===== src/sys_pkg.sv =====
`default_nettype none

package sys_pkg;

	// Basic CPU bus types
	typedef logic [15:0] addr_t;
	typedef logic [7:0] byte_t;

	// One CPU address, seen either as a memory region or as an I/O page
	typedef union packed {
		struct packed {
			logic [7:0] page;
			logic [7:0] offset;
		} io_view;
		struct packed {
			logic [1:0] region;
			logic [13:0] offset;
		} mem_view;
	} cpu_addr_u;

	// Request from the AXI port to a target
	typedef struct packed {
		logic valid;
		logic write;
		addr_t addr;
		byte_t wdata;
	} bus_req_t;

	// Target response, one per request
	typedef struct packed {
		logic valid;
		byte_t rdata;
	} bus_rsp_t;

	// Program ROM download write
	typedef struct packed {
		logic valid;
		logic [14:0] addr;
		byte_t data;
	} dn_req_t;

	// Memory map, upper two address bits
	// Regions 00 and 01 together are the program ROM
	localparam logic [1:0] REGION_IO = 2'b10;
	localparam logic [1:0] REGION_WKRAM = 2'b11;

	// I/O pages
	localparam byte_t PAGE_JOYSTICK = 8'h81;
	localparam byte_t PAGE_TIMESTAMP = 8'h88;
	localparam byte_t PAGE_TIMER = 8'h89;
	localparam byte_t PAGE_SYSCTL = 8'h8A;
	// Pause trigger sits at offsets 0x30 to 0x3F of the system page
	localparam logic [3:0] PAUSE_OFS_HI = 4'h3;

	// Memory geometry
	localparam int PGROM_AW = 15;
	localparam int WKRAM_AW = 14;

	localparam byte_t DN_INDEX_PGROM = 8'd0;

	localparam int AXI_DW = 32;

endpackage

`default_nettype wire

===== src/io_regs.sv =====
`default_nettype none

module io_regs #(
	parameter int unsigned TICKS_PER_MS = 24000
) (
	input logic clk_24,
	input logic rst_n,
	input sys_pkg::bus_req_t req,
	output sys_pkg::bus_rsp_t rsp,
	input logic [31:0] joystick,
	input logic [32:0] timestamp,
	input logic pause,
	output logic hold
);
	import sys_pkg::*;

	localparam int unsigned PRE_W = $clog2(TICKS_PER_MS + 1);

	cpu_addr_u ia;
	logic take;
	logic wr_take;
	logic timer_cs;
	logic pause_cs;
	logic [PRE_W-1:0] prescale;
	logic [15:0] timer;
	logic [63:0] ts_wide;
	logic pause_trigger;
	byte_t rd_byte;

	assign ia = req.addr;
	// Act once per request, in the cycle before the response
	assign take = req.valid && !rsp.valid;
	assign wr_take = take && req.write;
	assign timer_cs = ia.io_view.page == PAGE_TIMER;
	assign pause_cs = ia.io_view.page == PAGE_SYSCTL && ia.io_view.offset[7:4] == PAUSE_OFS_HI;
	assign ts_wide = {31'd0, timestamp};

	// Millisecond timer, cleared with its prescaler by any write to its page
	always_ff @(posedge clk_24 or negedge rst_n)
	begin
		if (!rst_n)
		begin
			prescale <= '0;
			timer <= '0;
		end
		else if (wr_take && timer_cs)
		begin
			prescale <= '0;
			timer <= '0;
		end
		else if (prescale == PRE_W'(TICKS_PER_MS - 1))
		begin
			prescale <= '0;
			timer <= timer + 16'd1;
		end
		else
		begin
			prescale <= prescale + 1'b1;
		end
	end

	// Pause input wins over a trigger write in the same cycle
	always_ff @(posedge clk_24 or negedge rst_n)
	begin
		if (!rst_n)
		begin
			pause_trigger <= 1'b0;
		end
		else if (pause)
		begin
			pause_trigger <= 1'b0;
		end
		else if (wr_take && pause_cs)
		begin
			pause_trigger <= 1'b1;
		end
	end

	assign hold = pause || pause_trigger;

	always_comb
	begin
		case (ia.io_view.page)
			PAGE_JOYSTICK: rd_byte = joystick[{ia.io_view.offset[1:0], 3'd0} +: 8];
			PAGE_TIMESTAMP: rd_byte = ts_wide[{ia.io_view.offset[2:0], 3'd0} +: 8];
			PAGE_TIMER: rd_byte = timer[{ia.io_view.offset[0], 3'd0} +: 8];
			default: rd_byte = '0;
		endcase
	end

	always_ff @(posedge clk_24 or negedge rst_n)
	begin
		if (!rst_n)
		begin
			rsp <= '0;
		end
		else
		begin
			rsp.valid <= take;
			rsp.rdata <= req.write ? 8'd0 : rd_byte;
		end
	end

	a_rsp_needs_req: assert property (@(posedge clk_24) disable iff (!rst_n)
		$rose(rsp.valid) |-> $past(req.valid));

endmodule

`default_nettype wire


===== config.mk =====
export PLATFORM = sky130hd
export DESIGN_NAME = io_regs
export DESIGN_NICKNAME = d
export VERILOG_FILES = /design/src/sys_pkg.sv /design/src/io_regs.sv
export SDC_FILE = /design/constraint.sdc
export NUM_CORES = 1
export LEC_CHECK = 0
export ABC_CLOCK_PERIOD_IN_PS = 5800
export BUFFER_PORTS_ARGS = -buffer_cell sky130_fd_sc_hd__buf_2
export CORE_UTILIZATION = 46
export CTS_CLUSTER_SIZE = 20
export DETAILED_ROUTE_END_ITERATION = 12
export PLACE_DENSITY = 0.76
export SYNTH_ARGS = -nofsm -noshare
export SYNTH_HDL_FRONTEND = slang
export SYNTH_SLANG_ARGS = --single-unit

===== constraint.sdc =====
create_clock -name clk_24 -period 5.8 [get_ports clk_24]
set_input_delay 0.58 -clock clk_24 [delete_from_list [all_inputs] [get_ports clk_24]]
set_output_delay 0.58 -clock clk_24 [all_outputs]
set_load 0.05 [all_outputs]

# --- Yosys cells after proc, flatten, opt, wreduce, memory -nomap -nowiden ---
# Index checks and enable logic that the tools add are counted.
# Widths: inputs -> output; s select.
totals:
  regBits: 41
  latch_bits: 0
  ram_bits: 0
  mem_bits_ro: 0
  in_bits: 94
  output_inout_bits: 10
  word_cells: 33
  memories: 0
classes:
  add_sub_neg: 2
  n_mul: 0
  div_mod_pow: 0
  order_cmp: 0
  n_eq_ne: 6
  shift: 3
  mux: 8
  bitwise_logic: 0
  reduce_logical: 9
ops:
  columns: ["operator", "count"]
  rows:
  - ["$shiftx 64x7->8", 1]
  - ["$eq 8x8->1 const B", 4]
  - ["$mux 16", 2]
  - ["$shiftx 32x6->8", 1]
  - ["$mux 15", 2]
  - ["$pmux 8 s3", 1]
  - ["$add 16x1->16 const B", 1]
  - ["$shiftx 16x5->8", 1]
  - ["$add 15x1->15 const B", 1]
  - ["$eq 15x15->1 const B", 1]
  - ["$mux 8", 1]
  - ["$logic_and 1x1->1", 5]
  - ["$eq 4x2->1 const B", 1]
  - ["$reduce_bool 2->1", 2]
  - ["$mux 1", 2]
  - ["$logic_not 1->1", 1]
  - ["$logic_or 1x1->1", 1]

# --- Depth between registers and ports, before layout ---
depth:
  ltp_word: 6
  ltp_mapped: 7
  ltp_nobuf: 5

# --- Least setup slack after synthesis ---
# Ideal clock, no wire load.
synth_timing:
  path_type: "input port to flip-flop"
  startpoint: "in req[21] (netlist name)"
  endpoint: "reg prescale[10]"
  setup_ps: 121
  arrival_ps: 2304
  t_required_ps: 5679
  path_slack_ps: 3375
  stages: 5
  n_path_buf: 1
  path_cell_list: "or4b_2 -> nor4_2 -> nand2b_1 -> buf_2 -> nor2_1"
synth_between:
  elab_chain_len: 3
synth_lines:
  columns: ["item", "line_no", "source"]
  rows:
  - ["start: declaration", "io_regs.sv:8", "input sys_pkg::bus_req_t req,"]
  - ["$eq 8x8->1", "io_regs.sv:34", "assign timer_cs = ia.io_view.page == PAGE_TIMER;"]
  - ["$logic_and 1x1->1", "io_regs.sv:46", "else if (wr_take && timer_cs)"]
  - ["$mux 15", "io_regs.sv:46", null]
  - ["end signal: assignment", "io_regs.sv:58", "prescale <= prescale + 1'b1;"]
  - ["end: declaration", "io_regs.sv:24", "logic [PRE_W-1:0] prescale;"]
# No other way between the ends.
# A chain may end at the register's enable or synchronous reset.

# --- Final worst setup path ---
layout_timing:
  startpoint: "reg prescale[6]"
  endpoint: "reg timer[13]"
layout_between:
  elab_chain_len: 2
layout_lines:
  columns: ["item", "line_no", "source"]
  rows:
  - ["$eq 15x15->1", "io_regs.sv:51", "else if (prescale == PRE_W'(TICKS_PER_MS - 1))"]
  - ["$reduce_bool 2->1 (no line)", null, null]
  - ["end signal: assignment", "io_regs.sv:54", "timer <= timer + 16'd1;"]
  - ["end: declaration", "io_regs.sv:25", "logic [15:0] timer;"]
# No other way between the ends.

==> results by group <==
Floorplan
  – Starting Density: 0.476
  – Die H: 77.2 µm
  – Die area: 5960 µm²
  – Core area: 5470 µm²
  – Chip width: 77.2 µm
  – # rows: 27
  – I/O pin count: 104

Logic synthesis
  – Mean cell area of the mapped netlist: 10.2 µm²
  – Multiplexer area fraction after synthesis: 0.181
  – Main combinational cell family by area after synthesis: simple AND/OR/NAND/NOR gates
  – Simple-gate portion of the synthesized area: 0.220
  – Mapped Cells: 255
  – Seq/Total Area, Yosys: 0.394
  – Largest cells by area after synthesis: dfrtp_1 39%, mux4_2 13%, mux2i_1 4.2%
  – Post-synthesis xor/xnor area fraction: 0.0471
  – Area leader, netlist: dfrtp_1
  – Synth top area share: 0.394
  – Yosys reg bits: 41
  – Ys async rst share: 1.00
  – Adder and majority gate portion of the synthesized area: 0.00962
  – Syn_nets: 351
  – Post-synth EDFFs: 0
  – Yosys warning count: 0
  – Synth unique cells: 37
  – Mapped Area: 2600 µm²
  – Compound-Gate Fraction of Synth Area: 0.100
  – Top_reg_cell synth: dfrtp_1

Power and ir drop
  – Sw power: 0.219 mW
  – Comb pwr share: 0.244
  – Sw Share: 0.317
  – Clock share of power: 0.252
  – Power per cell area: 217 nW/µm²
  – Lkg Pwr: 1.46 nW
  – Max IR drop VDD: 0.000122 V
  – Flop pwr share: 0.504
  – P_int: 0.473 mW

Clocking
  – Clk slew on worst S/H paths: 0.07 ns
  – Post-cts resize count: 0
  – TritonCTS clock tree: done
  – H-tree levels: 2
  – Setup Fix Bufs, Post-CTS: 0
  – CTS Root Cell: clkbuf_8
  – Clock Latency Late Sink: 0.29 ns
  – Cts hold-fix bufs: 0
  – CTS sink cnt: 41
  – Cts bufs inserted: 5
  – Clock Path Buffers: 2

Timing
  – Clock skew: 0.00236 ns
  – Worst-margin pin slew: 1.05 ns
  – Setup TNS: 0 ns
  – Max-slew violation count: 0
  – Fin Hold WS: 0.424 ns
  – Final Setup Violations: 0
  – Fin crit share: 0.428
  – Final Hold Fails: 0
  – Achievable Freq: 0.402 GHz
  – Post-route minimum period: 2.49 ns
  – Max-Slew Margin vs Limit: 0.293
  – RSZ-0062 raised after global routing: no

Critical path
  – CP peak stage delay: 0.69 ns
  – Startpoint types: register
  – Slowest cell on crit path: or4_4
  – Required time of the critical path: 6.01 ns
  – CP cell instances: or4b_1 -> or4_4 -> or4_1 -> a21oi_1
  – Critical path peak fanout: 30
  – CP Capture Type: register
  – Crit path arrival time: 2.70 ns
  – Setup CP Type: register to register

Routing
  – Final ANT Viol Nets: 0
  – DR vias/cell: 5.74
  – DRT Pass-1 Iters: 4
  – DR DRC count: 0
  – WL/cell: 15.2 µm
  – Total Routed Length: 6.32 mm
  – First-iteration detailed-routing DRC count: 104
  – DR vias: 2386

Placement
  – HPWL Detailed: 4.79 mm
  – Input/output buffers: 94
  – RePlAce Congestion: 0.796
  – Dpl cells: 408

Cells and area
  – Multi-input logic area: 1460 µm²
  – Final design utilization: 0.582
  – Most common cell after layout, fill and taps aside: buf_2
  – Area Growth Syn to Fin: 22.4%
  – Layout fillers: 510
  – # nets final: 439
  – Fin cells: 416
  – Layout cells sized above 1: 0.360
  – Most frequent cells in the layout: 94 x buf_2, 41 x dfrtp_1, 22 x nor2_1, 17 x nand2_1, 15 x mux4_2
  – FF+latch area: 1030 µm²

Global routing
  – Total global routing overflow: 0
  – Number of global-route vias before repair: 2329
  – First-pass GRT wire length: 10.4 mm
  – Antenna violations before repair: 2
  – Largest net degree at the start of global routing: 42
  – Gr usage total: 0.223

Flow run
  – # Max-Cap Violations: 0

Outcome
  – Status: complete, no violations

Worst hold path
  – Hold Path Class: primary input to async pin
[final cells by class]
class | instances | area share
diodes | 2 | 0.00157
clock buffers | 5 | 0.0216
clock inverters | 1 | 0.00157
inverters | 14 | 0.0165
multi-input cells | 186 | 0.458
flip-flops and latches | 41 | 0.322
well taps | 72 | 0.0283
repair buffers | 95 | 0.150
[layer usage]
metal	share of wire	up-vias	routed length (µm)	GRT usage
met1	0.40	1141	2500	0.249
met3	0.056	13	355	0.0512
met4	0.020	0	127	0.100
li1	-	1139	-	-
met2	0.53	93	3340	0.399
met5	0	-	0	0
[synthesized netlist by cell type (all sizes together), types with 3 or more instances]
cell    number
a21oi       13
buf          6
inv         14
dfrtp       41
nor2        22
xor2         3
or4         11
mux2i       11
xnor2       11
nor3         3
nand4        7
nand3b       3
mux4        15
nor4         9
clkbuf       8
o31ai       12
nand3       13
or3          3
nand2       17
nand2b       3
or4b         3
o21ai        6
o221ai       7
[kinds of logic (layout without fill, tap and decap cells)]
group	after synthesis	count (layout)
buf+inv	28	115
flops	41	41
mux	28	28
compound gates	40	40
fa+ha+maj	2	2
simple gates	102	102
xor+xnor	14	14
other cells	0	2
[worst max-delay path, delay by kind of cell (launching register included)]
family             cells  cell delay [ns]
AOI/OAI and AO/OA      1             0.17
and+or+nand+nor        3             1.76
DFF                    1             0.46
[worst paths after layout]
path,from,to,slack (ns),depth (start not counted)
max,prescale[6],timer[13],3.31,4
min,rst_n,prescale[12],0.42,1
max reg2reg,prescale[6],timer[13],3.31,4
min reg2reg,rsp[8],rsp[8],0.47,1
max in group asynchronous,rst_n,prescale[10],4.80,1
min in group clk_24,pause,pause_trigger,0.44,2
[through the flow]
| stage | area (µm²) | power, mW | worst slack, ns |
|---|---|---|---|
| floorplan | 2600 | 0.468 | 3.37 |
| global placement | 3110 | 0.515 | 3.10 |
| detailed placement | 3110 | 0.524 | 3.04 |
| CTS | 3180 | 0.698 | 3.33 |
| global route | 3190 | 0.736 | 3.23 |
| finish | 3190 | 0.692 | 3.31 |
[power groups by stage]
| stage | sequential (mW) | combinational (mW) | clock (mW) |
|---|---|---|---|
| floorplan | 0.344 | 0.123 | 0 |
| global placement | 0.353 | 0.162 | 0 |
| detailed placement | 0.355 | 0.169 | 0 |
| CTS | 0.349 | 0.170 | 0.179 |
| global route | 0.356 | 0.191 | 0.189 |
| finish | 0.349 | 0.169 | 0.175 |
[flip-flops by register name, indices dropped and copies added, names as in the netlist]
register and cells:
pause_trigger 1, prescale 15, rsp 9, timer 16
Power figures use the tool's default switching activity.
