File: config.mk
export PLATFORM = sky130hd
export DESIGN_NAME = axil_cpu_port
export DESIGN_NICKNAME = d
export VERILOG_FILES = /design/src/sys_pkg.sv /design/src/axil_cpu_port.sv
export SDC_FILE = /design/constraint.sdc
export NUM_CORES = 1
export LEC_CHECK = 0
export BUFFER_PORTS_ARGS = -buffer_cell sky130_fd_sc_hd__buf_2
export CAP_MARGIN = 20
export CORE_MARGIN = 5
export CORE_UTILIZATION = 35
export CTS_CLUSTER_SIZE = 14
export DETAILED_ROUTE_END_ITERATION = 12
export PLACE_DENSITY = 0.73
export SLEW_MARGIN = 5
export SYNTH_ARGS = -nofsm -noshare
export SYNTH_HDL_FRONTEND = slang
export SYNTH_SLANG_ARGS = --single-unit
File: constraint.sdc
create_clock -name clk_24 -period 2.81 [get_ports clk_24]
set_clock_uncertainty 0.15 [all_clocks]
set_input_delay 0.281 -clock clk_24 [delete_from_list [all_inputs] [get_ports clk_24]]
set_output_delay 0.281 -clock clk_24 [all_outputs]
set_load 0.01 [all_outputs]
File: src/sys_pkg.sv
`default_nettype none

package sys_pkg;

	// Basic CPU bus types
	typedef logic [15:0] addr_t;
	typedef logic [7:0] byte_t;

	// One CPU address, seen either as a memory region or as an I/O page
	typedef union packed {
		struct packed {
			logic [7:0] page;
			logic [7:0] offset;
		} io_view;
		struct packed {
			logic [1:0] region;
			logic [13:0] offset;
		} mem_view;
	} cpu_addr_u;

	// Request from the AXI port to a target
	typedef struct packed {
		logic valid;
		logic write;
		addr_t addr;
		byte_t wdata;
	} bus_req_t;

	// Target response, one per request
	typedef struct packed {
		logic valid;
		byte_t rdata;
	} bus_rsp_t;

	// Program ROM download write
	typedef struct packed {
		logic valid;
		logic [14:0] addr;
		byte_t data;
	} dn_req_t;

	// Memory map, upper two address bits
	// Regions 00 and 01 together are the program ROM
	localparam logic [1:0] REGION_IO = 2'b10;
	localparam logic [1:0] REGION_WKRAM = 2'b11;

	// I/O pages
	localparam byte_t PAGE_JOYSTICK = 8'h81;
	localparam byte_t PAGE_TIMESTAMP = 8'h88;
	localparam byte_t PAGE_TIMER = 8'h89;
	localparam byte_t PAGE_SYSCTL = 8'h8A;
	// Pause trigger sits at offsets 0x30 to 0x3F of the system page
	localparam logic [3:0] PAUSE_OFS_HI = 4'h3;

	// Memory geometry
	localparam int PGROM_AW = 15;
	localparam int WKRAM_AW = 14;

	localparam byte_t DN_INDEX_PGROM = 8'd0;

	localparam int AXI_DW = 32;

endpackage

`default_nettype wire
File: src/axil_cpu_port.sv
`default_nettype none

module axil_cpu_port (
	input logic clk_24,
	input logic rst_n,
	input sys_pkg::addr_t awaddr,
	input logic awvalid,
	output logic awready,
	input logic [sys_pkg::AXI_DW-1:0] wdata,
	input logic [sys_pkg::AXI_DW/8-1:0] wstrb,
	input logic wvalid,
	output logic wready,
	output logic [1:0] bresp,
	output logic bvalid,
	input logic bready,
	input sys_pkg::addr_t araddr,
	input logic arvalid,
	output logic arready,
	output logic [sys_pkg::AXI_DW-1:0] rdata,
	output logic [1:0] rresp,
	output logic rvalid,
	input logic rready,
	input logic hold,
	output sys_pkg::bus_req_t mem_req,
	input sys_pkg::bus_rsp_t mem_rsp,
	output sys_pkg::bus_req_t io_req,
	input sys_pkg::bus_rsp_t io_rsp
);
	import sys_pkg::*;

	localparam logic [1:0] ST_IDLE = 2'd0;
	localparam logic [1:0] ST_ISSUE = 2'd1;
	localparam logic [1:0] ST_RESP = 2'd2;
	localparam logic [1:0] RESP_OKAY = 2'b00;

	logic [1:0] state;
	logic rd_take;
	logic wr_take;
	cpu_addr_u acc_addr;
	bus_req_t req_q;
	logic to_io;
	bus_rsp_t tgt_rsp;
	byte_t rdata_q;

	// Reads win when both channels are offered
	assign arready = state == ST_IDLE && !hold && arvalid;
	assign rd_take = arready && arvalid;
	assign awready = state == ST_IDLE && !hold && awvalid && wvalid && !arvalid;
	assign wready = awready;
	assign wr_take = awready;

	assign acc_addr = rd_take ? araddr : awaddr;
	assign tgt_rsp = to_io ? io_rsp : mem_rsp;

	always_comb
	begin
		mem_req = req_q;
		mem_req.valid = req_q.valid && !to_io;
		io_req = req_q;
		io_req.valid = req_q.valid && to_io;
	end

	always_ff @(posedge clk_24 or negedge rst_n)
	begin
		if (!rst_n)
		begin
			state <= ST_IDLE;
			req_q <= '0;
			to_io <= 1'b0;
			bvalid <= 1'b0;
			rvalid <= 1'b0;
		end
		else
		begin
			case (state)
				ST_IDLE:
				begin
					to_io <= acc_addr.mem_view.region == REGION_IO;
					if (rd_take)
					begin
						req_q <= '{valid: 1'b1, write: 1'b0, addr: araddr, wdata: 8'd0};
						state <= ST_ISSUE;
					end
					else if (wr_take && wstrb[0])
					begin
						req_q <= '{valid: 1'b1, write: 1'b1, addr: awaddr, wdata: wdata[7:0]};
						state <= ST_ISSUE;
					end
					else if (wr_take)
					begin
						// No byte enabled, nothing to store
						bvalid <= 1'b1;
						state <= ST_RESP;
					end
				end
				ST_ISSUE:
				begin
					if (tgt_rsp.valid)
					begin
						req_q.valid <= 1'b0;
						bvalid <= req_q.write;
						rvalid <= !req_q.write;
						state <= ST_RESP;
					end
				end
				default:
				begin
					if ((bvalid && bready) || (rvalid && rready))
					begin
						bvalid <= 1'b0;
						rvalid <= 1'b0;
						state <= ST_IDLE;
					end
				end
			endcase
		end
	end

	always_ff @(posedge clk_24)
	begin
		if (state == ST_ISSUE && tgt_rsp.valid && !req_q.write)
		begin
			rdata_q <= tgt_rsp.rdata;
		end
	end

	assign rdata = {{(AXI_DW - 8){1'b0}}, rdata_q};
	assign bresp = RESP_OKAY;
	assign rresp = RESP_OKAY;

	a_r_stable: assert property (@(posedge clk_24) disable iff (!rst_n)
		rvalid && !rready |=> rvalid && $stable(rdata));

	a_b_stable: assert property (@(posedge clk_24) disable iff (!rst_n)
		bvalid && !bready |=> bvalid);

endmodule

`default_nettype wire

# --- Word-level counts from Yosys, hierarchy flattened ---
# Index checks and enable logic that the tools add are counted.
classes:
  eq_ne: 8
  muxes: 20
  bitwise: 1
  n_reduce_logical: 28
op_table:
  columns: ["operator", "count"]
  rows:
  - ["$mux 26", 2]
  - ["$mux 16", 1]
  - ["$logic_and 1x1->1", 13]
  - ["$mux 2", 5]
  - ["$mux 9", 1]
  - ["$reduce_and 3->1", 3]
  - ["$ne 2x2->1 const B", 4]
  - ["$mux 1", 7]
  - ["$pmux 1 s2", 3]
  - ["$reduce_bool 2->1", 3]
  - ["$reduce_and 5->1", 1]
  - ["$logic_not 1->1", 4]
  - ["$ne 4x3->1 const B", 1]
  - ["$pmux 2 s2", 1]
  - ["$ne 3x2->1 const B", 1]
  - ["$reduce_bool 3->1", 1]
  - ["$eq 2x1->1 const B", 1]
  - ["$eq 2x2->1 const B", 1]
  - ["$logic_not 2->1", 1]
  - ["$reduce_and 2->1", 1]
  - ["$logic_or 1x1->1", 1]
  - ["$not 1->1", 1]
word_totals:
  ff_bits: 39
  input_bits: 94
  out_inout_bits: 93

# --- Depth between registers and ports, before layout ---
# Gate-level depths: netlist of the first run.
depth:
  depth_word: 9
  mapped_depth: 7
  mapped_depth_nobuf: 4

# --- Worst setup path after synthesis of the first run ---
# OpenSTA, ideal clock, no wires.
synth_timing:
  kind: "flip-flop to output port"
  from: "reg state[1]"
  to: "out wready"
  arrival_ns: 1.478
  required_ns: 2.379
  setup_slack_ns: 0.901
  stages_incl_launch_ff: 6
  path_cell_list: "dfrtp_1 -> buf_6 -> or3_1 -> buf_2 -> nor3_1 -> buf_4"
synth_between:
  elab_chain_cells: 5
synth_lines:
  columns: ["item", "line", "text"]
  rows:
  - ["start: declaration", "axil_cpu_port.sv:36", "logic [1:0] state;"]
  - ["start signal: assignment", "axil_cpu_port.sv:67", "state <= ST_IDLE;"]
  - ["start signal: assignment", "axil_cpu_port.sv:82", "state <= ST_ISSUE;"]
  - ["start signal: assignment", "axil_cpu_port.sv:87", "state <= ST_ISSUE;"]
  - ["$logic_not 2->1", "axil_cpu_port.sv:48", "assign awready = state == ST_IDLE && !hold && awvalid && wvalid && !arvalid;"]
  - ["$logic_and 1x1->1 (4 in series)", "axil_cpu_port.sv:48", null]
  - ["end: declaration", "axil_cpu_port.sv:12", "output logic wready,"]
# No other way between the ends.

# --- Worst setup path after layout of the first run ---
layout_timing:
  from: "reg state[0]"
  to: "reg req_q (netlist bit io_req[6])"
layout_between:
  elab_chain_cells: 8
layout_lines:
  columns: ["item", "line", "text"]
  rows:
  - ["$logic_not 2->1 (*)", "axil_cpu_port.sv:46, axil_cpu_port.sv:48, axil_cpu_port.sv:75", null]
  - ["$logic_and 1x1->1", "axil_cpu_port.sv:46, axil_cpu_port.sv:48", null]
  - ["$logic_and 1x1->1 (3 in series)", "axil_cpu_port.sv:48", null]
  - ["$logic_and 1x1->1", "axil_cpu_port.sv:84", "else if (wr_take && wstrb[0])"]
  - ["$reduce_bool 2->1 (no source line)", null, null]
  - ["$reduce_and 2->1 (no source line)", null, null]
  - ["end signal: assignment", "axil_cpu_port.sv:81", "req_q <= '{valid: 1'b1, write: 1'b0, addr: araddr, wdata: 8'd0};"]
  - ["end signal: assignment", "axil_cpu_port.sv:86", "req_q <= '{valid: 1'b1, write: 1'b1, addr: awaddr, wdata: wdata[7:0]};"]
  - ["end: declaration", "axil_cpu_port.sv:40", "bus_req_t req_q;"]
# Every way passes the cells marked *; elsewhere a longest branch is shown, timed or not.
# A chain may end at the register's enable or synchronous reset.

==> impl_metrics.json, run 1 <==
{
  "crit_family": "simple AND/OR/NAND/NOR gates",
  "swShare_pct": 24.1,
  "antenna_found_initial": 0,
  "grt_pass1_wl_mm": 7.46,
  "synthCells": 229,
  "grt_pass1_vias": 1642,
  "switching_power_uw": 262,
  "wirelength_mm": 5.07,
  "route.vias.total": 1712,
  "grt_overflow_total": 0,
  "dp_hpwl_mm": 4.06,
  "worstSetupStartpointType": "flop",
  "rsz0062_at_grt": "false",
  "postRouteAntennaNets": 0,
  "io_pins": 187,
  "fp.dieH_um": 92.4,
  "drtIter0Drc": 22,
  "route.detailed.drc": 0,
  "p_leak_uw": 0.00147,
  "synthTopCellsByArea": "dfrtp_1 (33%), buf_4 (25%), edfxtp_1 (10%)",
  "worstSkewPairLatency_ns": 0.28,
  "cts_max_level": 2,
  "hp-class": "in -> reg",
  "drv_cap": 0,
  "syn-cell-area_um2": 2380,
  "root_buffer": "clkbuf_8",
  "min_period_ns": 2.21,
  "filler_cell_count": 681,
  "multi_input_area_um2": 793,
  "portBuffers": 131,
  "worstPathRequired_ns": 2.83,
  "slowest_delay_ns": 0.49,
  "finalHoldViolCount": 0,
  "ir_drop_mv": 0.163,
  "synth.largest_area_cell": "dfrtp_1",
  "synthFlopType": "dfrtp_1",
  "n_antenna_cell": 0,
  "combinationalPowerShare_pct": 12.8,
  "placedCellCount": 383,
  "synth-async-reset-ratio_pct": 79.5,
  "finalNetCount": 406,
  "yosysSeqAreaShare_pct": 42.8,
  "tightest_slew_ns": 0.801,
  "ys_warn_count": 0,
  "critPathMaxFanout": 22,
  "clkPwrFrac_pct": 31.8,
  "slew_headroom_pct": 46.4,
  "syn_area_per_cell_um2": 10.4,
  "core_area_um2": 6680,
  "yosysMostFrequentCell": "buf_4",
  "tritoncts": "done",
  "final_cell_area_um2": 2700,
  "grtUsageTotal_pct": 11.0,
  "cts-resized-gates": 0,
  "viasPerCell": 4.36,
  "clock.fmax_ghz": 0.453,
  "cts_buffers": 5,
  "dpl_cell_area_um2": 2610,
  "synth_compound_area_share_pct": 9.27,
  "synthAdderAreaFrac_pct": 0,
  "die_area_um2": 8540,
  "synth.distinct_cells": 31,
  "slowest_stage": "or3_1",
  "initial_core_util_pct": 35.6,
  "gp_congestion": 0.761,
  "grt_max_degree": 32,
  "synthXorXnorAreaFrac_pct": 0,
  "fin_cells": 393,
  "setup_viol": 0,
  "cts.sinks": 39,
  "cp.arrival_ns": 2.22,
  "tns_ns": 0,
  "crit_chain": "or3_1, nor2_8, nor2_1, a22o_1",
  "p_seq_share_pct": 55.4,
  "maxSlewViolCount": 0,
  "crit_type": "reg -> reg",
  "synthMuxAreaShare_pct": 11.9,
  "synth_top_family_by_area": "buffers and inverters",
  "worstSetupEndpointType": "flop",
  "path_clk_slew_ns": 0.07,
  "path_buf_inv": 0,
  "wl_per_cell_um": 12.9,
  "synth_common_cells": "buf_4 (79), dfrtp_1 (31), nand2_1 (21)",
  "syn2layout_area_growth_pct": 13.7,
  "drtPass1Iterations": 4,
  "total_power_uw": 1090,
  "synth_top_area_share_pct": 32.6,
  "post-route-period-util_pct": 78.5,
  "status": "finished clean",
  "p_per_area_nw_per_um2": 403,
  "die_x_um": 92.4,
  "row_count": 30,
  "cts_buffer_depth": 2,
  "ys_seq_elements": 39,
  "final_layout_size_suffix_gt1_share_pct": 48.9,
  "internal_power_uw": 826,
  "synth-simple-area-share_pct": 7.53,
  "final-seq-area_um2": 1020,
  "synth_edf_count": 8
}
## cell usage in the layout, fill, tap and decap left out
cell           count
buf_2            132
dfrtp_1           31
conb_1            28
nand2_1           21
mux2i_1           17
o21ai_1           11
mux2_2            10
a22o_1             8
o21ai_0            8
edfxtp_1           8
clkbuf_8           5
nor2_1             4
buf_4              4
nor3_1             3
inv_1              3
a21oi_1            2
a221oi_1           2
a21o_1             2
clkinv_1           2
nor4b_2            1
or3_1              1
nor2b_1            1
and2_1             1
nand4b_1           1
nor2_8             1
nor3b_1            1
a31oi_1            1
nor4_1             1
o22ai_1            1
clkbuf_1           1
dlygate4sd3_1      1
## power by group through the flow
stage	Clock, µW	Combinational [µW]	Sequential [µW]
3_3_place_gp	0	138	613
2_1_floorplan	0	119	611
5_1_grt	395	156	604
4_1_cts	369	141	602
3_5_place_dp	0	140	614
6_report	346	140	602
## worst reg2reg max path, stage by stage (launching register included)
cell and delay (ns):
dfrtp_1 0.46, or3_1 0.49, nor2_8 0.42, nor2_1 0.31, a22o_1 0.26
## worst paths after layout
check	start	to	slack, ns	cells past startpoint
min in group asynchronous	rst_n	io_req[10]$_DFFE_PN0P_	0.44	2
setup / recovery	state[0]$_DFFE_PN0P_	io_req[6]$_DFFE_PN0P_	0.60	4
hold / removal	araddr[8]	io_req[16]$_DFFE_PN0P_	0.05	3
hold reg to reg	io_req[0]$_DFFE_PN0P_	io_req[0]$_DFFE_PN0P_	0.37	1
setup reg to reg	state[0]$_DFFE_PN0P_	io_req[6]$_DFFE_PN0P_	0.60	4
max in group asynchronous	rst_n	bvalid$_DFFE_PN0P_	1.60	2
## final cells by class
type                    instances  area share, %
repair buffers                137           25.9
clock inverters                 2          0.278
inverters                       3          0.417
clock buffers                   6           2.69
multi-input cells             126           29.4
flip-flops and latches         39           37.6
well taps                      80           3.71
## registers in the layout, summed over array words and instances (netlist names)
signal / flops
rdata_q: 8
io_req: 25
to_io: 1
bvalid: 1
req_q: 1
rvalid: 1
state: 2
## cell families (layout without fill, tap and decap cells)
family | Yosys count | after routing
buf+inv | 91 | 148
flops | 39 | 39
simple gates | 36 | 36
compound gates | 35 | 35
mux | 27 | 27
other cells | 1 | 28
## timing repair
action,CTS,global route
hold endpoints to repair,31,0
hold buffers,1,0
buffers inserted,0,0
## through the flow
stage	setup slack, ns	util, %	hold WS [ns]
3_5_place_dp	0.558	39.0	0.231
5_1_grt	0.481	40.4	0.0350
6_report	0.603	40.4	0.0486
3_3_place_gp	0.614	39.0	0.220
2_1_floorplan	0.901	-	-0.165
4_1_cts	0.545	40.4	0.0368
## layer usage
metal,track usage (%),share of wire [%]
met1,12.3,40
met2,19.9,50
met3,3.01,9.5
met4,4.08,0.85
met5,0,0
No activity file was read; power rests on OpenSTA's default activity.
==> run 2, diff against run 1 <==
--- a/config.mk
+++ b/config.mk
@@ -5,13 +5,14 @@
 export SDC_FILE = /design/constraint.sdc
 export NUM_CORES = 1
 export LEC_CHECK = 0
+export ABC_AREA = 1
 export BUFFER_PORTS_ARGS = -buffer_cell sky130_fd_sc_hd__buf_2
 export CAP_MARGIN = 20
 export CORE_MARGIN = 5
 export CORE_UTILIZATION = 35
 export CTS_CLUSTER_SIZE = 14
 export DETAILED_ROUTE_END_ITERATION = 12
-export PLACE_DENSITY = 0.73
+export PLACE_DENSITY = 0.71
 export SLEW_MARGIN = 5
 export SYNTH_ARGS = -nofsm -noshare
 export SYNTH_HDL_FRONTEND = slang
==> constraint.sdc (replaced) <==
create_clock -name clk_24 -period 2.3 [get_ports clk_24]
set_clock_uncertainty 0.15 [all_clocks]
set_input_delay 0.23 -clock clk_24 [delete_from_list [all_inputs] [get_ports clk_24]]
set_output_delay 0.23 -clock clk_24 [all_outputs]
set_load 0.01 [all_outputs]
==> run 2 against run 1 <==
- critical path type is now reg -> out
- non-clock buffer count shrank 3
- final area grew 7.1%
- global-route usage grew 1.7 points
- routed wire length grew 15%
- sequential share of layout area shrank 2.5 points
- synthesized cell count grew 33%
- total power grew to 2.7 times the previous value
- register-to-register slack lost 0.23 ns
- hold slack lost 0.030 ns
- first-iteration DRC count grew 68%
- worst setup slack lost 0.25 ns
- die area grew 5.7%
==> impl_metrics.json, run 2 <==
{
  "root_buffer": "clkbuf_8",
  "final_common_cell": "buf_2",
  "drv_cap": 0,
  "syn-cell-area_um2": 2530,
  "rsz0062_at_grt": "false",
  "postRouteAntennaNets": 0,
  "path_clk_slew_ns": 0.08,
  "synth.largest_area_cell": "dfrtp_1",
  "slowest_stage": "dfrtp_1",
  "worstSkewPairLatency_ns": 0.28,
  "swShare_pct": 40.2,
  "post-route-period-util_pct": 84.7,
  "largest_reg_flops": 25,
  "drtIter0Drc": 37,
  "p_leak_uw": 0.00169,
  "die_x_um": 95,
  "wl_per_cell_um": 12.0,
  "syn_area_per_cell_um2": 8.32,
  "fin_cells": 486,
  "holdBufCountCts": 1,
  "synth_common_cells": "nand2_1 (103), buf_4 (80), dfrtp_1 (31)",
  "io_pins": 187,
  "clock.fmax_ghz": 0.513,
  "cts.sinks": 39,
  "finalHoldViolCount": 0,
  "cts_setup_buffers": 0,
  "row_count": 31,
  "crit_type": "reg -> out",
  "cts_max_level": 2,
  "wirelength_mm": 5.83,
  "cts_buffer_depth": 2,
  "worstPathRequired_ns": 1.92,
  "p_seq_share_pct": 38.4,
  "placedCellCount": 477,
  "yosysMostFrequentCell": "nand2_1",
  "grt_max_degree": 32,
  "pre_cts_slack_ns": 0.394,
  "cts-resized-gates": 0,
  "route.detailed.drc": 0,
  "path_buf_inv": 3,
  "crit_family": "buffers and inverters",
  "grt_pass1_wl_mm": 8.87,
  "synthCells": 304,
  "utilization_pct": 40.6,
  "synth-async-reset-ratio_pct": 79.5,
  "antenna_found_initial": 0,
  "setup_slack_ns": 0.351,
  "status": "finished clean",
  "yosysSeqAreaShare_pct": 40.2,
  "syn2layout_area_growth_pct": 14.4,
  "fp.dieH_um": 95,
  "switching_power_uw": 1200,
  "maxSlewViolCount": 0,
  "grtUsageTotal_pct": 12.7,
  "cts_buffers": 5,
  "route.vias.total": 2044,
  "worstSetupStartpointType": "flop",
  "synthFlopType": "dfrtp_1",
  "synth_edf_count": 8,
  "final_cell_mix": "buf_2 (131), nand2_1 (103), dfrtp_1 (31), conb_1 (28), nand3_1 (14)",
  "final_layout_size_suffix_gt1_share_pct": 41.6,
  "clkPwrFrac_pct": 18.5,
  "gp_congestion": 0.705,
  "tightest_slew_ns": 0.716,
  "drtPass1Iterations": 4,
  "ir_drop_mv": 0.350,
  "dp_hpwl_mm": 4.56,
  "viasPerCell": 4.21,
  "critPathMaxFanout": 18,
  "synthTopCellsByArea": "dfrtp_1 (31%), buf_4 (24%), nand2_1 (15%)",
  "slew_headroom_pct": 52.3,
  "min_period_ns": 1.95,
  "hp-class": "in -> reg",
  "p_per_area_nw_per_um2": 1030,
  "finalNetCount": 480,
  "worstSetupEndpointType": "primary output",
  "total_power_uw": 2990,
  "crit_chain": "inv_1, nand2_2, nor2_4, nand2_4, inv_2, buf_2",
  "tns_ns": 0,
  "core_area_um2": 7140,
  "synth_top_area_share_pct": 30.7,
  "synth.distinct_cells": 25,
  "grt_pass1_vias": 1947,
  "slowest_delay_ns": 0.44,
  "internal_power_uw": 1790,
  "ys_warn_count": 0,
  "combinationalPowerShare_pct": 43.1,
  "setup_viol": 0,
  "initial_core_util_pct": 35.4,
  "n_antenna_cell": 0,
  "cp.arrival_ns": 1.57,
  "tritoncts": "done",
  "die_area_um2": 9030,
  "grt_overflow_total": 0,
  "ys_seq_elements": 39,
  "portBuffers": 131
}
## run 2: path summary, 6_finish.rpt
path	startpoint	to	slack, ns	cells past startpoint
setup / recovery	state[0]$_DFFE_PN0P_	arready	0.35	6
hold / removal	wdata[0]	io_req[0]$_DFFE_PN0P_	0.02	3
setup reg to reg	to_io$_DFFE_PN0N_	rdata_q[5]$_DFFE_PP_	0.37	4
hold reg to reg	io_req[5]$_DFFE_PN0P_	io_req[5]$_DFFE_PN0P_	0.34	2
max in group asynchronous	rst_n	io_req[8]$_DFFE_PN0P_	1.15	2
min in group asynchronous	rst_n	io_req[15]$_DFFE_PN0P_	0.39	2
## run 2: tightest hold or removal path: cells and delay by family
family                 cells  cell delay (ns)
buffers and inverters      1             0.08
and+or+nand+nor            2             0.12
## run 2: power groups by stage
stage / clock network [µW] / logic (µW) / registers (µW)
2_1_floorplan: 0 / 1230 / 1140
3_3_place_gp: 0 / 1290 / 1150
3_5_place_dp: 0 / 1310 / 1160
4_1_cts: 579 / 1320 / 1150
5_1_grt: 602 / 1460 / 1180
6_report: 551 / 1290 / 1150
## run 2: layout make-up
cell class | instances | area, µm²
Clock buffer | 5 | 68.8
Clock inverter | 3 | 38.8
Fill cell | 767 | 4240
Inverter | 16 | 62.6
Multi-Input combinational cell | 190 | 903
Sequential cell | 39 | 1020
Tap cell | 99 | 124
Timing Repair Buffer | 134 | 681
## run 2: logic make-up (layout without fill, tap and decap cells)
family / after synthesis / in the layout / share of synthesized area, %
other: 1 / 28 / 0.148
buffers and inverters: 102 / 158 / 28.1
AOI/OAI and AO/OA: 21 / 21 / 6.33
DFF: 39 / 39 / 40.2
and+or+nand+nor: 141 / 141 / 25.2
## run 2: per-layer routing
layer / track usage, % / vias up / routed length [µm]
met3: 3.43 / 5 / 600
met4: 3.97 / 0 / 67
met1: 14.8 / 919 / 2290
li1: - / 1015 / -
met2: 22.4 / 105 / 2870
met5: 0 / - / 0
## run 2: stage by stage
step,instance area (µm²),hold slack [ns]
floorplan,2630,-0.216
global placement,2780,0.174
detailed placement,2780,0.190
CTS,2890,0.00531
global route,2890,0.00500
finish,2890,0.0182
==> run 3, diff against run 2 <==
--- a/config.mk
+++ b/config.mk
@@ -5,14 +5,14 @@
 export SDC_FILE = /design/constraint.sdc
 export NUM_CORES = 1
 export LEC_CHECK = 0
-export ABC_AREA = 1
+export ABC_AREA = 0
 export BUFFER_PORTS_ARGS = -buffer_cell sky130_fd_sc_hd__buf_2
 export CAP_MARGIN = 20
 export CORE_MARGIN = 5
 export CORE_UTILIZATION = 35
 export CTS_CLUSTER_SIZE = 14
 export DETAILED_ROUTE_END_ITERATION = 12
-export PLACE_DENSITY = 0.71
+export PLACE_DENSITY = 0.73
 export SLEW_MARGIN = 5
 export SYNTH_ARGS = -nofsm -noshare
 export SYNTH_HDL_FRONTEND = slang
==> constraint.sdc (replaced) <==
create_clock -name clk_24 -period 1.85 [get_ports clk_24]
set_clock_uncertainty 0.15 [all_clocks]
set_input_delay 0.185 -clock clk_24 [delete_from_list [all_inputs] [get_ports clk_24]]
set_output_delay 0.185 -clock clk_24 [all_outputs]
set_load 0.01 [all_outputs]
==> run 3 against run 2 <==
- non-clock buffer count rose by 36
- utilization rose by 6.8 points
- hold slack improved by 0.0031 ns
- register-to-register slack got worse by 0.30 ns
- final cell count fell by 12%
- clock power rose by 53%
- first-iteration DRC count fell by 8.1%
- critical path depth fell by 3
==> impl_metrics.json, run 3 (same netlist as run 1, synthesis figures left out) <==
{
  "finalNetCount": 439,
  "worstSetupEndpointType": "primary output",
  "final_cell_mix": "buf_2 (130), dfrtp_1 (30), conb_1 (28), dlygate4sd3_1 (25), nand2_1 (21)",
  "clkPwrFrac_pct": 41.8,
  "combinationalPowerShare_pct": 13.0,
  "route.vias.total": 1871,
  "die_area_um2": 8540,
  "slew_headroom_pct": 52.8,
  "wl_per_cell_um": 13.4,
  "maxSlewViolCount": 0,
  "regToRegSetupSlack_ns": 0.07,
  "cts_buffer_depth": 2,
  "p_seq_share_pct": 45.2,
  "holdPathStages": 3,
  "n_antenna_cell": 0,
  "crit_type": "reg -> out",
  "hp-class": "in -> reg",
  "internal_power_uw": 1570,
  "route.detailed.drc": 0,
  "final_common_cell": "buf_2",
  "root_buffer": "clkbuf_8",
  "filler_cell_count": 631,
  "postRouteAntennaNets": 0,
  "largest_reg_flops": 25,
  "fin_cells": 426,
  "grt_pass1_vias": 1833,
  "ir_drop_mv": 0.473,
  "cp.arrival_ns": 1.45,
  "final_layout_size_suffix_gt1_share_pct": 49.4,
  "core_area_um2": 6680,
  "p_leak_uw": 0.00167,
  "r2r_start": "state[0]$_DFFE_PN0P_",
  "hold_start": "awaddr[13]",
  "antenna_found_initial": 0,
  "grt_overflow_total": 0,
  "tritoncts": "done",
  "placedCellCount": 389,
  "cts.sinks": 39,
  "finalHoldViolCount": 0,
  "die_x_um": 92.4,
  "worstPathRequired_ns": 1.51,
  "p_per_area_nw_per_um2": 639,
  "switching_power_uw": 449,
  "min_period_ns": 1.79,
  "grt_pass1_wl_mm": 8.45,
  "dp_hpwl_mm": 4.11,
  "crit_start": "state[0]$_DFFE_PN0P_",
  "swShare_pct": 22.2,
  "fp.dieH_um": 92.4,
  "grt_max_degree": 32,
  "cts_buffers": 5,
  "drtIter0Drc": 34,
  "drv_cap": 0,
  "reg2reg_depth": 5,
  "grtUsageTotal_pct": 12.2,
  "status": "finished clean",
  "tightest_slew_ns": 0.707,
  "wirelength_mm": 5.70,
  "initial_core_util_pct": 35.6,
  "worstSkewPairLatency_ns": 0.28,
  "row_count": 30,
  "viasPerCell": 4.39,
  "worstSetupStartpointType": "flop",
  "clock.fmax_ghz": 0.560,
  "rsz0062_at_grt": "true",
  "path_clk_slew_ns": 0.08,
  "portBuffers": 131,
  "io_pins": 187,
  "post-route-period-util_pct": 96.6,
  "syn2layout_area_growth_pct": 33.1,
  "cts_max_level": 2,
  "drtPass1Iterations": 4,
  "utilization_pct": 47.3,
  "gp_congestion": 0.801,
  "cp-endpoint": "wready",
  "r2r-end": "io_req[11]$_DFFE_PN0P_",
  "critPathMaxFanout": 3,
  "setup_viol": 0
}
[run 3: layout make-up]
type | count | area, µm² | area share (%)
clock buffer | 5 | 68.8 | 2.18
clock inverter | 3 | 67.6 | 2.14
inverter | 3 | 11.3 | 0.356
multi-input combinational | 126 | 833 | 26.4
sequential | 39 | 1020 | 32.2
tap | 80 | 100 | 3.17
timing repair buffer | 170 | 1060 | 33.6
[run 3: per-layer routing]
| layer | part of all wire (%) | vias to the layer above | GRT usage, % |
|---|---|---|---|
| li1 | - | 900 | - |
| met1 | 39 | 859 | 13.7 |
| met2 | 50 | 101 | 22.3 |
| met3 | 8.6 | 11 | 2.84 |
| met4 | 2.0 | 0 | 4.70 |
| met5 | 0 | - | 0 |
[run 3: worst min path at each step]
| stage | end |
|---|---|
| after floorplan | bvalid$_DFFE_PN0P_ |
| after global placement | io_req[10]$_DFFE_PN0P_ |
| after detailed placement | io_req[8]$_DFFE_PN0P_ |
| after CTS | io_req[13]$_DFFE_PN0P_ |
| after global routing | io_req[16]$_DFFE_PN0P_ |
| final | io_req[21]$_DFFE_PN0P_ |
[run 3: stage by stage]
stage / hold WS (ns) / setup WS, ns / TNS (ns) / instance area (µm²) / power, µW
5_1_grt: 0.0217 / -0.0172 / -0.0658 / 3160 / 2110
6_report: 0.0214 / 0.0638 / 0 / 3160 / 2020
2_1_floorplan: -0.261 / 0.0161 / 0 / 2480 / 1110
3_5_place_dp: 0.146 / 0.0173 / 0 / 2680 / 1150
4_1_cts: 0.0175 / 0.00561 / 0 / 3100 / 2050
3_3_place_gp: 0.122 / 0.0457 / 0 / 2680 / 1140
[run 3: timing repair]
action | 4_1_cts | 5_1_grt
setup buffers | 1 | 2
pin swaps | 1 | 4
hold endpoints to repair | 55 | 0
cloned | 0 | 1
hold buffers | 25 | 0
gates resized for setup | 5 | 7
setup endpoints to repair | 3 | 15
[run 3: power by group through the flow]
stage / Clock [µW] / Sequential (µW) / Combinational [µW]
finish: 844 / 914 / 262
global route: 903 / 918 / 290
CTS: 877 / 914 / 260
detailed placement: 0 / 931 / 218
global placement: 0 / 930 / 213
floorplan: 0 / 929 / 180
[run 3: critical path, stage by stage, from the launching register on]
cell	delay (ns)
dfrtp_2	0.44
or3_4	0.45
nor3_4	0.13
buf_2	0.15
